==> src/hdl/clock_pkg.sv <==
package clock_pkg;

	// ------------------------------
	// time and button bundles
	// ------------------------------
	typedef struct packed {
		logic [5:0] hour;
		logic [5:0] minute;
		logic [5:0] second;
	} hms_t;

	typedef struct packed {
		logic mode;	// clock -> setup -> alarm
		logic position;	// sec -> min -> hr
		logic incr;
		logic alarm_en;	// toggles alarm on/off
	} btn_t;

	typedef enum logic [1:0] {
		MODE_CLOCK = 2'd0,
		MODE_SETUP = 2'd1,
		MODE_ALARM = 2'd2
	} mode_t;

	typedef enum logic [1:0] {
		POS_SEC = 2'd0,
		POS_MIN = 2'd1,
		POS_HR  = 2'd2
	} pos_t;

	// wrap limits, minutes share the seconds limit
	localparam logic [5:0] SEC_MAX = 6'd59;
	localparam logic [5:0] HR_MAX  = 6'd23;

	// display geometry
	localparam int NUM_DIGITS = 6;
	localparam int SEG_W      = 7;

	// segment a in the msb, g in the lsb
	localparam logic [SEG_W-1:0] SEG_TABLE [10] = '{
		7'b111_1110, 7'b011_0000, 7'b110_1101, 7'b111_1001, 7'b011_0011,
		7'b101_1011, 7'b101_1111, 7'b111_0000, 7'b111_1111, 7'b111_0011
	};

	// dividers for a 50 MHz board clock
	localparam int DEF_SEC_DIV    = 50_000_000;	// 1 Hz
	localparam int DEF_SAMPLE_DIV = 500_000;	// 100 Hz button sampling
	localparam int DEF_SCAN_DIV   = 5_000;	// 10 kHz digit scan

endpackage

==> src/hdl/button_sync.sv <==
`timescale 1ns/100ps

module button_sync
	import clock_pkg::*;
#(
	parameter int SAMPLE_DIV = DEF_SAMPLE_DIV
) (
	input  btn_t i_btn,
	output btn_t o_press,
	input  logic clk,
	input  logic rst_n
);

	localparam int CNT_W = (SAMPLE_DIV > 1) ? $clog2(SAMPLE_DIV) : 1;

	logic [CNT_W-1:0] sample_cnt;
	logic             sample_tick;
	btn_t             sync1;
	btn_t             sync2;
	btn_t             samp0;	// previous sample
	btn_t             samp1;	// the one before

	// ------------------------------
	// metastability guard
	// ------------------------------
	always_ff @(posedge clk or negedge rst_n) begin
		if (!rst_n) begin
			sync1 <= '0;
			sync2 <= '0;
		end else begin
			sync1 <= i_btn;
			sync2 <= sync1;
		end
	end

	// sample tick, one cycle every SAMPLE_DIV
	assign sample_tick = (sample_cnt == CNT_W'(SAMPLE_DIV - 1));

	always_ff @(posedge clk or negedge rst_n) begin
		if (!rst_n) begin
			sample_cnt <= '0;
		end else if (sample_tick) begin
			sample_cnt <= '0;
		end else begin
			sample_cnt <= sample_cnt + 1'b1;
		end
	end

	// pulse on low, high, high across three samples
	always_ff @(posedge clk or negedge rst_n) begin
		if (!rst_n) begin
			samp0   <= '0;
			samp1   <= '0;
			o_press <= '0;
		end else begin
			o_press <= sample_tick ? (sync2 & samp0 & ~samp1) : '0;
			if (sample_tick) begin
				samp0 <= sync2;
				samp1 <= samp0;
			end
		end
	end

	a_press_one_cycle: assert property (@(posedge clk) disable iff (!rst_n)
		(|o_press) |=> ((o_press & $past(o_press)) == '0))
		else $error("button_sync: press pulse held for two cycles");

endmodule

==> src/hdl/timekeeper.sv <==
`timescale 1ns/100ps

module timekeeper
	import clock_pkg::*;
#(
	parameter int SEC_DIV = DEF_SEC_DIV
) (
	input  btn_t i_press,
	output hms_t o_shown,
	output logic o_alarm,
	input  logic clk,
	input  logic rst_n
);

	localparam int CNT_W = (SEC_DIV > 1) ? $clog2(SEC_DIV) : 1;

	logic [CNT_W-1:0] div_cnt;
	logic             sec_tick;
	mode_t            mode;
	pos_t             pos;
	hms_t             time_r;	// running time
	hms_t             alarm_r;	// alarm setting
	logic             alarm_en;
	logic             alarm_hit;

	function automatic logic [5:0] wrap_inc(input logic [5:0] v, input logic [5:0] lim);
		return (v >= lim) ? 6'd0 : v + 6'd1;
	endfunction

	// ------------------------------
	// one second tick
	// ------------------------------
	assign sec_tick = (div_cnt == CNT_W'(SEC_DIV - 1));

	always_ff @(posedge clk or negedge rst_n) begin
		if (!rst_n) begin
			div_cnt <= '0;
		end else if (sec_tick) begin
			div_cnt <= '0;
		end else begin
			div_cnt <= div_cnt + 1'b1;
		end
	end

	// ------------------------------
	// mode, position, alarm enable
	// ------------------------------
	always_ff @(posedge clk or negedge rst_n) begin
		if (!rst_n) begin
			mode     <= MODE_CLOCK;
			pos      <= POS_SEC;
			alarm_en <= 1'b0;
		end else begin
			if (i_press.mode) begin
				case (mode)
					MODE_CLOCK: mode <= MODE_SETUP;
					MODE_SETUP: mode <= MODE_ALARM;
					default:    mode <= MODE_CLOCK;
				endcase
			end
			if (i_press.position) begin
				case (pos)
					POS_SEC: pos <= POS_MIN;
					POS_MIN: pos <= POS_HR;
					default: pos <= POS_SEC;
				endcase
			end
			if (i_press.alarm_en) begin
				alarm_en <= ~alarm_en;
			end
		end
	end

	// ------------------------------
	// running time
	// ------------------------------
	always_ff @(posedge clk or negedge rst_n) begin
		if (!rst_n) begin
			time_r <= '0;
		end else if (mode == MODE_SETUP) begin
			// frozen, incr edits one field without carry
			if (i_press.incr) begin
				case (pos)
					POS_SEC: time_r.second <= wrap_inc(time_r.second, SEC_MAX);
					POS_MIN: time_r.minute <= wrap_inc(time_r.minute, SEC_MAX);
					default: time_r.hour   <= wrap_inc(time_r.hour, HR_MAX);
				endcase
			end
		end else if (sec_tick) begin
			time_r.second <= wrap_inc(time_r.second, SEC_MAX);
			if (time_r.second == SEC_MAX) begin	// carry into minutes
				time_r.minute <= wrap_inc(time_r.minute, SEC_MAX);
				if (time_r.minute == SEC_MAX) begin
					time_r.hour <= wrap_inc(time_r.hour, HR_MAX);
				end
			end
		end
	end

	// ------------------------------
	// alarm setting
	// ------------------------------
	always_ff @(posedge clk or negedge rst_n) begin
		if (!rst_n) begin
			alarm_r <= '0;
		end else if (mode == MODE_ALARM && i_press.incr) begin
			case (pos)
				POS_SEC: alarm_r.second <= wrap_inc(alarm_r.second, SEC_MAX);
				POS_MIN: alarm_r.minute <= wrap_inc(alarm_r.minute, SEC_MAX);
				default: alarm_r.hour   <= wrap_inc(alarm_r.hour, HR_MAX);
			endcase
		end
	end

	assign alarm_hit = (time_r == alarm_r);

	// latches on a match, cleared only by disabling
	always_ff @(posedge clk or negedge rst_n) begin
		if (!rst_n) begin
			o_alarm <= 1'b0;
		end else if (!alarm_en) begin
			o_alarm <= 1'b0;
		end else if (alarm_hit) begin
			o_alarm <= 1'b1;
		end
	end

	// alarm mode shows the setting, the others the time
	assign o_shown = (mode == MODE_ALARM) ? alarm_r : time_r;

	// ------------------------------
	// checks
	// ------------------------------
	a_fields_in_range: assert property (@(posedge clk) disable iff (!rst_n)
		time_r.second <= SEC_MAX && time_r.minute <= SEC_MAX && time_r.hour <= HR_MAX &&
		alarm_r.second <= SEC_MAX && alarm_r.minute <= SEC_MAX && alarm_r.hour <= HR_MAX)
		else $error("timekeeper: field beyond wrap limit");

	a_setup_frozen: assert property (@(posedge clk) disable iff (!rst_n)
		(mode == MODE_SETUP && !i_press.incr) |=> $stable(time_r))
		else $error("timekeeper: time moved in setup mode without incr");

endmodule

==> src/hdl/digit_frame_buffer.sv <==
`timescale 1ns/100ps

module digit_frame_buffer
	import clock_pkg::*;
(
	input  hms_t             i_shown,
	input  logic             i_frame_start,
	output logic [SEG_W-1:0] o_frame [NUM_DIGITS],
	input  logic             clk,
	input  logic             rst_n
);

	logic [3:0]       digit    [NUM_DIGITS];
	logic [SEG_W-1:0] seg_next [NUM_DIGITS];

	function automatic logic [3:0] tens_of(input logic [5:0] v);
		return 4'(v / 6'd10);
	endfunction

	function automatic logic [3:0] ones_of(input logic [5:0] v);
		return 4'(v % 6'd10);
	endfunction

	// blank for anything that is not a decimal digit
	function automatic logic [SEG_W-1:0] seg_of(input logic [3:0] d);
		return (d <= 4'd9) ? SEG_TABLE[d] : '0;
	endfunction

	// ------------------------------
	// tens/ones split, digit 0 is rightmost
	// ------------------------------
	always_comb begin
		digit[0] = ones_of(i_shown.second);
		digit[1] = tens_of(i_shown.second);
		digit[2] = ones_of(i_shown.minute);
		digit[3] = tens_of(i_shown.minute);
		digit[4] = ones_of(i_shown.hour);
		digit[5] = tens_of(i_shown.hour);
	end

	always_comb begin
		for (int i = 0; i < NUM_DIGITS; i++) begin
			seg_next[i] = seg_of(digit[i]);
		end
	end

	// ------------------------------
	// frame register
	// ------------------------------
	// whole frame swaps at once so a scan never tears
	always_ff @(posedge clk or negedge rst_n) begin
		if (!rst_n) begin
			for (int i = 0; i < NUM_DIGITS; i++) begin
				o_frame[i] <= SEG_TABLE[0];
			end
		end else if (i_frame_start) begin
			for (int i = 0; i < NUM_DIGITS; i++) begin
				o_frame[i] <= seg_next[i];
			end
		end
	end

endmodule

==> src/hdl/led_scan.sv <==
`timescale 1ns/100ps

module led_scan
	import clock_pkg::*;
#(
	parameter int SCAN_DIV = DEF_SCAN_DIV
) (
	input  logic [SEG_W-1:0]      i_frame [NUM_DIGITS],
	output logic                  o_frame_start,
	output logic [SEG_W-1:0]      o_seg,
	output logic [NUM_DIGITS-1:0] o_seg_enb,
	input  logic                  clk,
	input  logic                  rst_n
);

	localparam int CNT_W = (SCAN_DIV > 1) ? $clog2(SCAN_DIV) : 1;
	localparam int IDX_W = $clog2(NUM_DIGITS);

	logic [CNT_W-1:0] scan_cnt;
	logic             scan_tick;
	logic [IDX_W-1:0] digit_idx;
	logic             last_digit;

	// ------------------------------
	// scan divider and digit index
	// ------------------------------
	assign scan_tick  = (scan_cnt == CNT_W'(SCAN_DIV - 1));
	assign last_digit = (digit_idx == IDX_W'(NUM_DIGITS - 1));

	always_ff @(posedge clk or negedge rst_n) begin
		if (!rst_n) begin
			scan_cnt  <= '0;
			digit_idx <= '0;
		end else if (scan_tick) begin
			scan_cnt  <= '0;
			digit_idx <= last_digit ? '0 : digit_idx + 1'b1;
		end else begin
			scan_cnt <= scan_cnt + 1'b1;
		end
	end

	// new frame loads on the same edge the index returns to 0
	assign o_frame_start = scan_tick & last_digit;

	assign o_seg_enb = ~(NUM_DIGITS'(1) << digit_idx);	// active low, one cold
	assign o_seg     = i_frame[digit_idx];

	a_one_enable: assert property (@(posedge clk) disable iff (!rst_n)
		$onehot(~o_seg_enb))
		else $error("led_scan: enable not one-cold: %b", o_seg_enb);

endmodule

==> src/hdl/watch_top.sv <==
`timescale 1ns/100ps

module watch_top
	import clock_pkg::*;
#(
	parameter int SEC_DIV    = DEF_SEC_DIV,
	parameter int SAMPLE_DIV = DEF_SAMPLE_DIV,
	parameter int SCAN_DIV   = DEF_SCAN_DIV
) (
	input  btn_t                  i_btn,
	output logic [SEG_W-1:0]      o_seg,
	output logic [NUM_DIGITS-1:0] o_seg_enb,
	output logic                  o_alarm,
	input  logic                  clk,
	input  logic                  rst_n
);

	btn_t             press;
	hms_t             shown;
	logic             frame_start;
	logic [SEG_W-1:0] frame [NUM_DIGITS];

	button_sync #(.SAMPLE_DIV(SAMPLE_DIV)) u_button_sync (
		.i_btn   (i_btn),
		.o_press (press),
		.clk     (clk),
		.rst_n   (rst_n)
	);

	timekeeper #(.SEC_DIV(SEC_DIV)) u_timekeeper (
		.i_press (press),
		.o_shown (shown),
		.o_alarm (o_alarm),
		.clk     (clk),
		.rst_n   (rst_n)
	);

	digit_frame_buffer u_digit_frame_buffer (
		.i_shown       (shown),
		.i_frame_start (frame_start),
		.o_frame       (frame),
		.clk           (clk),
		.rst_n         (rst_n)
	);

	led_scan #(.SCAN_DIV(SCAN_DIV)) u_led_scan (
		.i_frame       (frame),
		.o_frame_start (frame_start),
		.o_seg         (o_seg),
		.o_seg_enb     (o_seg_enb),
		.clk           (clk),
		.rst_n         (rst_n)
	);

endmodule

==> config.mk <==
export PLATFORM = sky130hd
export DESIGN_NAME = watch_top
export DESIGN_NICKNAME = d
export VERILOG_FILES = /design/src/hdl/clock_pkg.sv /design/src/hdl/button_sync.sv /design/src/hdl/timekeeper.sv /design/src/hdl/digit_frame_buffer.sv /design/src/hdl/led_scan.sv /design/src/hdl/watch_top.sv
export SDC_FILE = /design/constraint.sdc
export NUM_CORES = 1
export LEC_CHECK = 0
export BUFFER_PORTS_ARGS = -buffer_cell sky130_fd_sc_hd__buf_2
export CAP_MARGIN = 0
export CORE_AREA = 2 2 129 131
export DETAILED_ROUTE_END_ITERATION = 6
export DIE_AREA = 0 0 131 133
export HOLD_SLACK_MARGIN = 0.15
export PLACE_DENSITY = 0.87
export REMOVE_ABC_BUFFERS = 1
export SETUP_SLACK_MARGIN = 0.05
export SYNTH_ARGS = -nofsm -noshare
export SYNTH_HDL_FRONTEND = slang
export SYNTH_HIERARCHICAL = 1
export SYNTH_SLANG_ARGS = --single-unit
==> constraint.sdc <==
create_clock -name clk -period 6 [get_ports clk]
set_clock_uncertainty 0.1 [all_clocks]
set_input_delay 0.6 -clock clk [delete_from_list [all_inputs] [get_ports clk]]
set_output_delay 0.6 -clock clk [all_outputs]
set_load 0.03 [all_outputs]
==> run metrics <==
status finished, final reports clean; drt drc 0; hold path depth 1; setup bufs post-CTS 0; PwrDens ~200 nW/um^2; internal cell power 0.00174 W; GP Congestion roughly 0.9; overall routing resource usage 25.7%; drt first-iter violations just under 700; net switching power about 0.00049 W; Total Wirelength approximately 21000 um; fin crit share a little over two thirds; RSZ-0062 raised after global routing no; fill cell count approximately 1200; post-synthesis sequential area ratio 40.6%; layout cells sized above 1 ~18%; vias in the first global route about 7400; Syn. warnings 6; Sink Count 165; worst endpoint data arrival time between 4 and 5 ns; Syn Std Cell Area roughly 10000 um^2; die width roughly 130 um; Die Footprint roughly 17000 um^2; initial antenna violation count 0; Flop pwr share between 50% and 60%; CP Max Fanout 17; Syn Area/Cell 9.95 um^2; Reg2Reg Setup Slack roughly 1.8 ns; Final Hold Fails 0; Post-Syn Instances just over 1000; Critical R2R Launch u_timekeeper/mode[0]; Antenna Nets Post-Route 0; leading area contributor after synthesis dfrtp_1; fin worst setup slack between 1.5 and 2 ns; Setup crit end kind flip-flop; combinational power share between 1 and 1.5%; Placement Setup Slack approximately 1.9 ns; Max IR drop VDD ~0.00033 V; Num CTS Buffers 17; num rows 47; clock power share between 40% and 50%; Detailed Routing Iterations Pass 1 5; FFs w/ async S/R, synth 100%; worst path required time between 6 and 7 ns; nets roughly 1100; largest cells by area after synthesis dfrtp_1 (31%), dfstp_2 (9.2%), ha_1 (5.6%); post-cts repair resize count 0; Hold Path End u_button_sync/sync1[3]; cells on worst reg2reg path 12; DP Wirelength 14800 um; hold_ws about 0.17 ns; CP startpoint kind flip-flop; port bufs 19; Switching Fraction 22.0%; first-pass GRT wire length roughly 36000 um; htree depth 4; final setup fails 0; WL per Instance about 17 um; clk_lat worst skew roughly 0.43 ns; Final min period around 4.2 ns; top cells by count, synth dfrtp_1 (129), nor2_1 (90), nand2_1 (62); total via count in the routed design about 8000; die height about 130 um; Slew Limit Fails 0; Slew @ Worst Pin just under 1 ns; CORE AREA 16200 um^2; min-delay src i_btn[3]; worst hold path class in -> reg; EDFF count, synth 0; routed vias/inst 6.24; post-route setup TNS 0 ns; most frequent cell after synthesis dfrtp_1; IO Pins 20; largest net degree at the start of global routing between 100 and 150; Leak between 4 and 5 nW; Starting Density a little under two thirds; Netlist cell types a little over 90; clock-pin transition on the worst setup and hold timing paths ~0.070 ns; CTS root buf clkbuf_16; reg2reg end u_digit_frame_buffer/o_frame[10]; cts hold-fix bufs 0; max_cap viols 0; CTS tree yes; diode count 0; post-synthesis sequential element count 165; Main synth FF type dfrtp_1; share of the synthesized area in the top cell type between 30% and 40%; Achievable Freq between 200 and 250 MHz; clk buf depth 2; worst rel slew slack around 36%; Setup CP Type reg -> reg; global route total overflow 0; Layout area overhead 8.02%
==> how the worst max path moves through the flow <==
| stage | start | end | slack (ns) | cells after the start |
|---|---|---|---|---|
| floorplan | u_timekeeper/mode[0] | u_digit_frame_buffer/o_frame[39] | 1.69 | 13 |
| global placement | u_timekeeper/mode[0] | u_digit_frame_buffer/o_frame[36] | 2.03 | 14 |
| detailed placement | u_timekeeper/mode[0] | u_digit_frame_buffer/o_frame[37] | 1.88 | 15 |
| CTS | u_timekeeper/mode[0] | u_digit_frame_buffer/o_frame[35] | 1.87 | 14 |
| global route | u_timekeeper/mode[1] | u_digit_frame_buffer/o_frame[37] | 1.43 | 15 |
| finish | u_timekeeper/mode[0] | u_digit_frame_buffer/o_frame[10] | 1.84 | 12 |
==> metrics by stage <==
step	util, %	instances	instance area [um^2]	total power (W)
detailed placement	64.9	1236	10500	0.00116
CTS	68.6	1266	11100	0.00226
global placement	64.9	1236	10500	0.00116
finish	68.7	1268	11100	0.00223
global route	68.7	1268	11100	0.00232
floorplan	-	992	10100	0.00114
==> logic make-up after synthesis <==
| logic type | after synthesis | share of synthesized area, % |
|---|---|---|
| compound gates | 210 | 13.7 |
| xor+xnor | 69 | 5.88 |
| fa+ha+maj | 48 | 5.79 |
| buf+inv | 82 | 3.41 |
| flops | 165 | 40.6 |
| mux | 66 | 7.88 |
| simple gates | 394 | 22.7 |
==> state kept, by name, summed over array words and instances (netlist names) <==
name / cells
u_digit_frame_buffer/o_frame: 42
u_timekeeper/div_cnt: 26
u_button_sync/sample_cnt: 19
u_timekeeper/alarm_r: 18
u_timekeeper/time_r: 18
u_led_scan/scan_cnt: 13
u_button_sync/o_press: 4
u_button_sync/samp0: 4
u_button_sync/samp1: 4
u_button_sync/sync1: 4
u_button_sync/sync2: 4
u_led_scan/digit_idx: 3
u_timekeeper/mode: 2
u_timekeeper/pos: 2
u_timekeeper/alarm_en: 1
u_timekeeper/o_alarm: 1
==> power by group through the flow <==
| stage | Clock, W | Sequential [W] | Combinational [W] |
|---|---|---|---|
| 2_1_floorplan | 0 | 0.00114 | 0.0000000225 |
| 5_1_grt | 0.00118 | 0.00112 | 0.0000287 |
| 4_1_cts | 0.00112 | 0.00112 | 0.0000248 |
| 3_3_place_gp | 0 | 0.00114 | 0.0000246 |
| 3_5_place_dp | 0 | 0.00114 | 0.0000248 |
| 6_report | 0.00109 | 0.00112 | 0.0000239 |
==> placed cells by master (no fill, tap or decap), types with 8 or more instances in the layout <==
| cell type | count |
|---|---|
| nor2_1 | 90 |
| and3_1 | 18 |
| mux2i_1 | 15 |
| inv_1 | 37 |
| nand3_1 | 47 |
| nor2b_1 | 26 |
| and3b_1 | 8 |
| nor3b_1 | 8 |
| buf_2 | 18 |
| a21oi_1 | 40 |
| nand4_1 | 21 |
| and2_1 | 9 |
| o31ai_1 | 14 |
| xnor2_1 | 36 |
| clkbuf_16 | 17 |
| o21ai_0 | 53 |
| nand2b_1 | 14 |
| mux2_2 | 40 |
| dfstp_2 | 36 |
| ha_1 | 46 |
| nand2_1 | 62 |
| a31oi_1 | 15 |
| nor3_1 | 16 |
| dfrtp_1 | 129 |
| nor4_1 | 13 |
| xor2_1 | 33 |
==> cell type report <==
type	instances	area, um^2	share of cell area, %
multi-input combinational	787	5760	51.9
sequential	165	4170	37.6
clock buffer	17	425	3.83
tap	220	275	2.48
clock inverter	13	163	1.46
timing repair buffer	26	159	1.43
inverter	40	150	1.35
==> worst max-delay path: stages, from the launching register on <==
cell and delay (ns):
dfrtp_1 0.40, nor2b_2 0.50, buf_4 0.30, mux2_2 0.48, nand2b_1 0.24, nor2_1 0.08, a311o_1 0.29, nor2_1 0.40
xnor2_1 0.22, ha_1 0.24, or2_2 0.36, a41oi_1 0.32, a22oi_1 0.14
==> layer usage <==
| layer | vias to the layer above | routed length (um) | GRT usage [%] | share of wire [%] |
|---|---|---|---|---|
| met5 | - | 0 | 0 | 0 |
| li1 | 3761 | - | - | - |
| met2 | 251 | 10500 | 40.6 | 49 |
| met1 | 3871 | 9490 | 35.7 | 44 |
| met3 | 34 | 1100 | 5.38 | 5.1 |
| met4 | 0 | 372 | 7.92 | 1.7 |
Note: power is estimated with default switching activity, not from simulation.
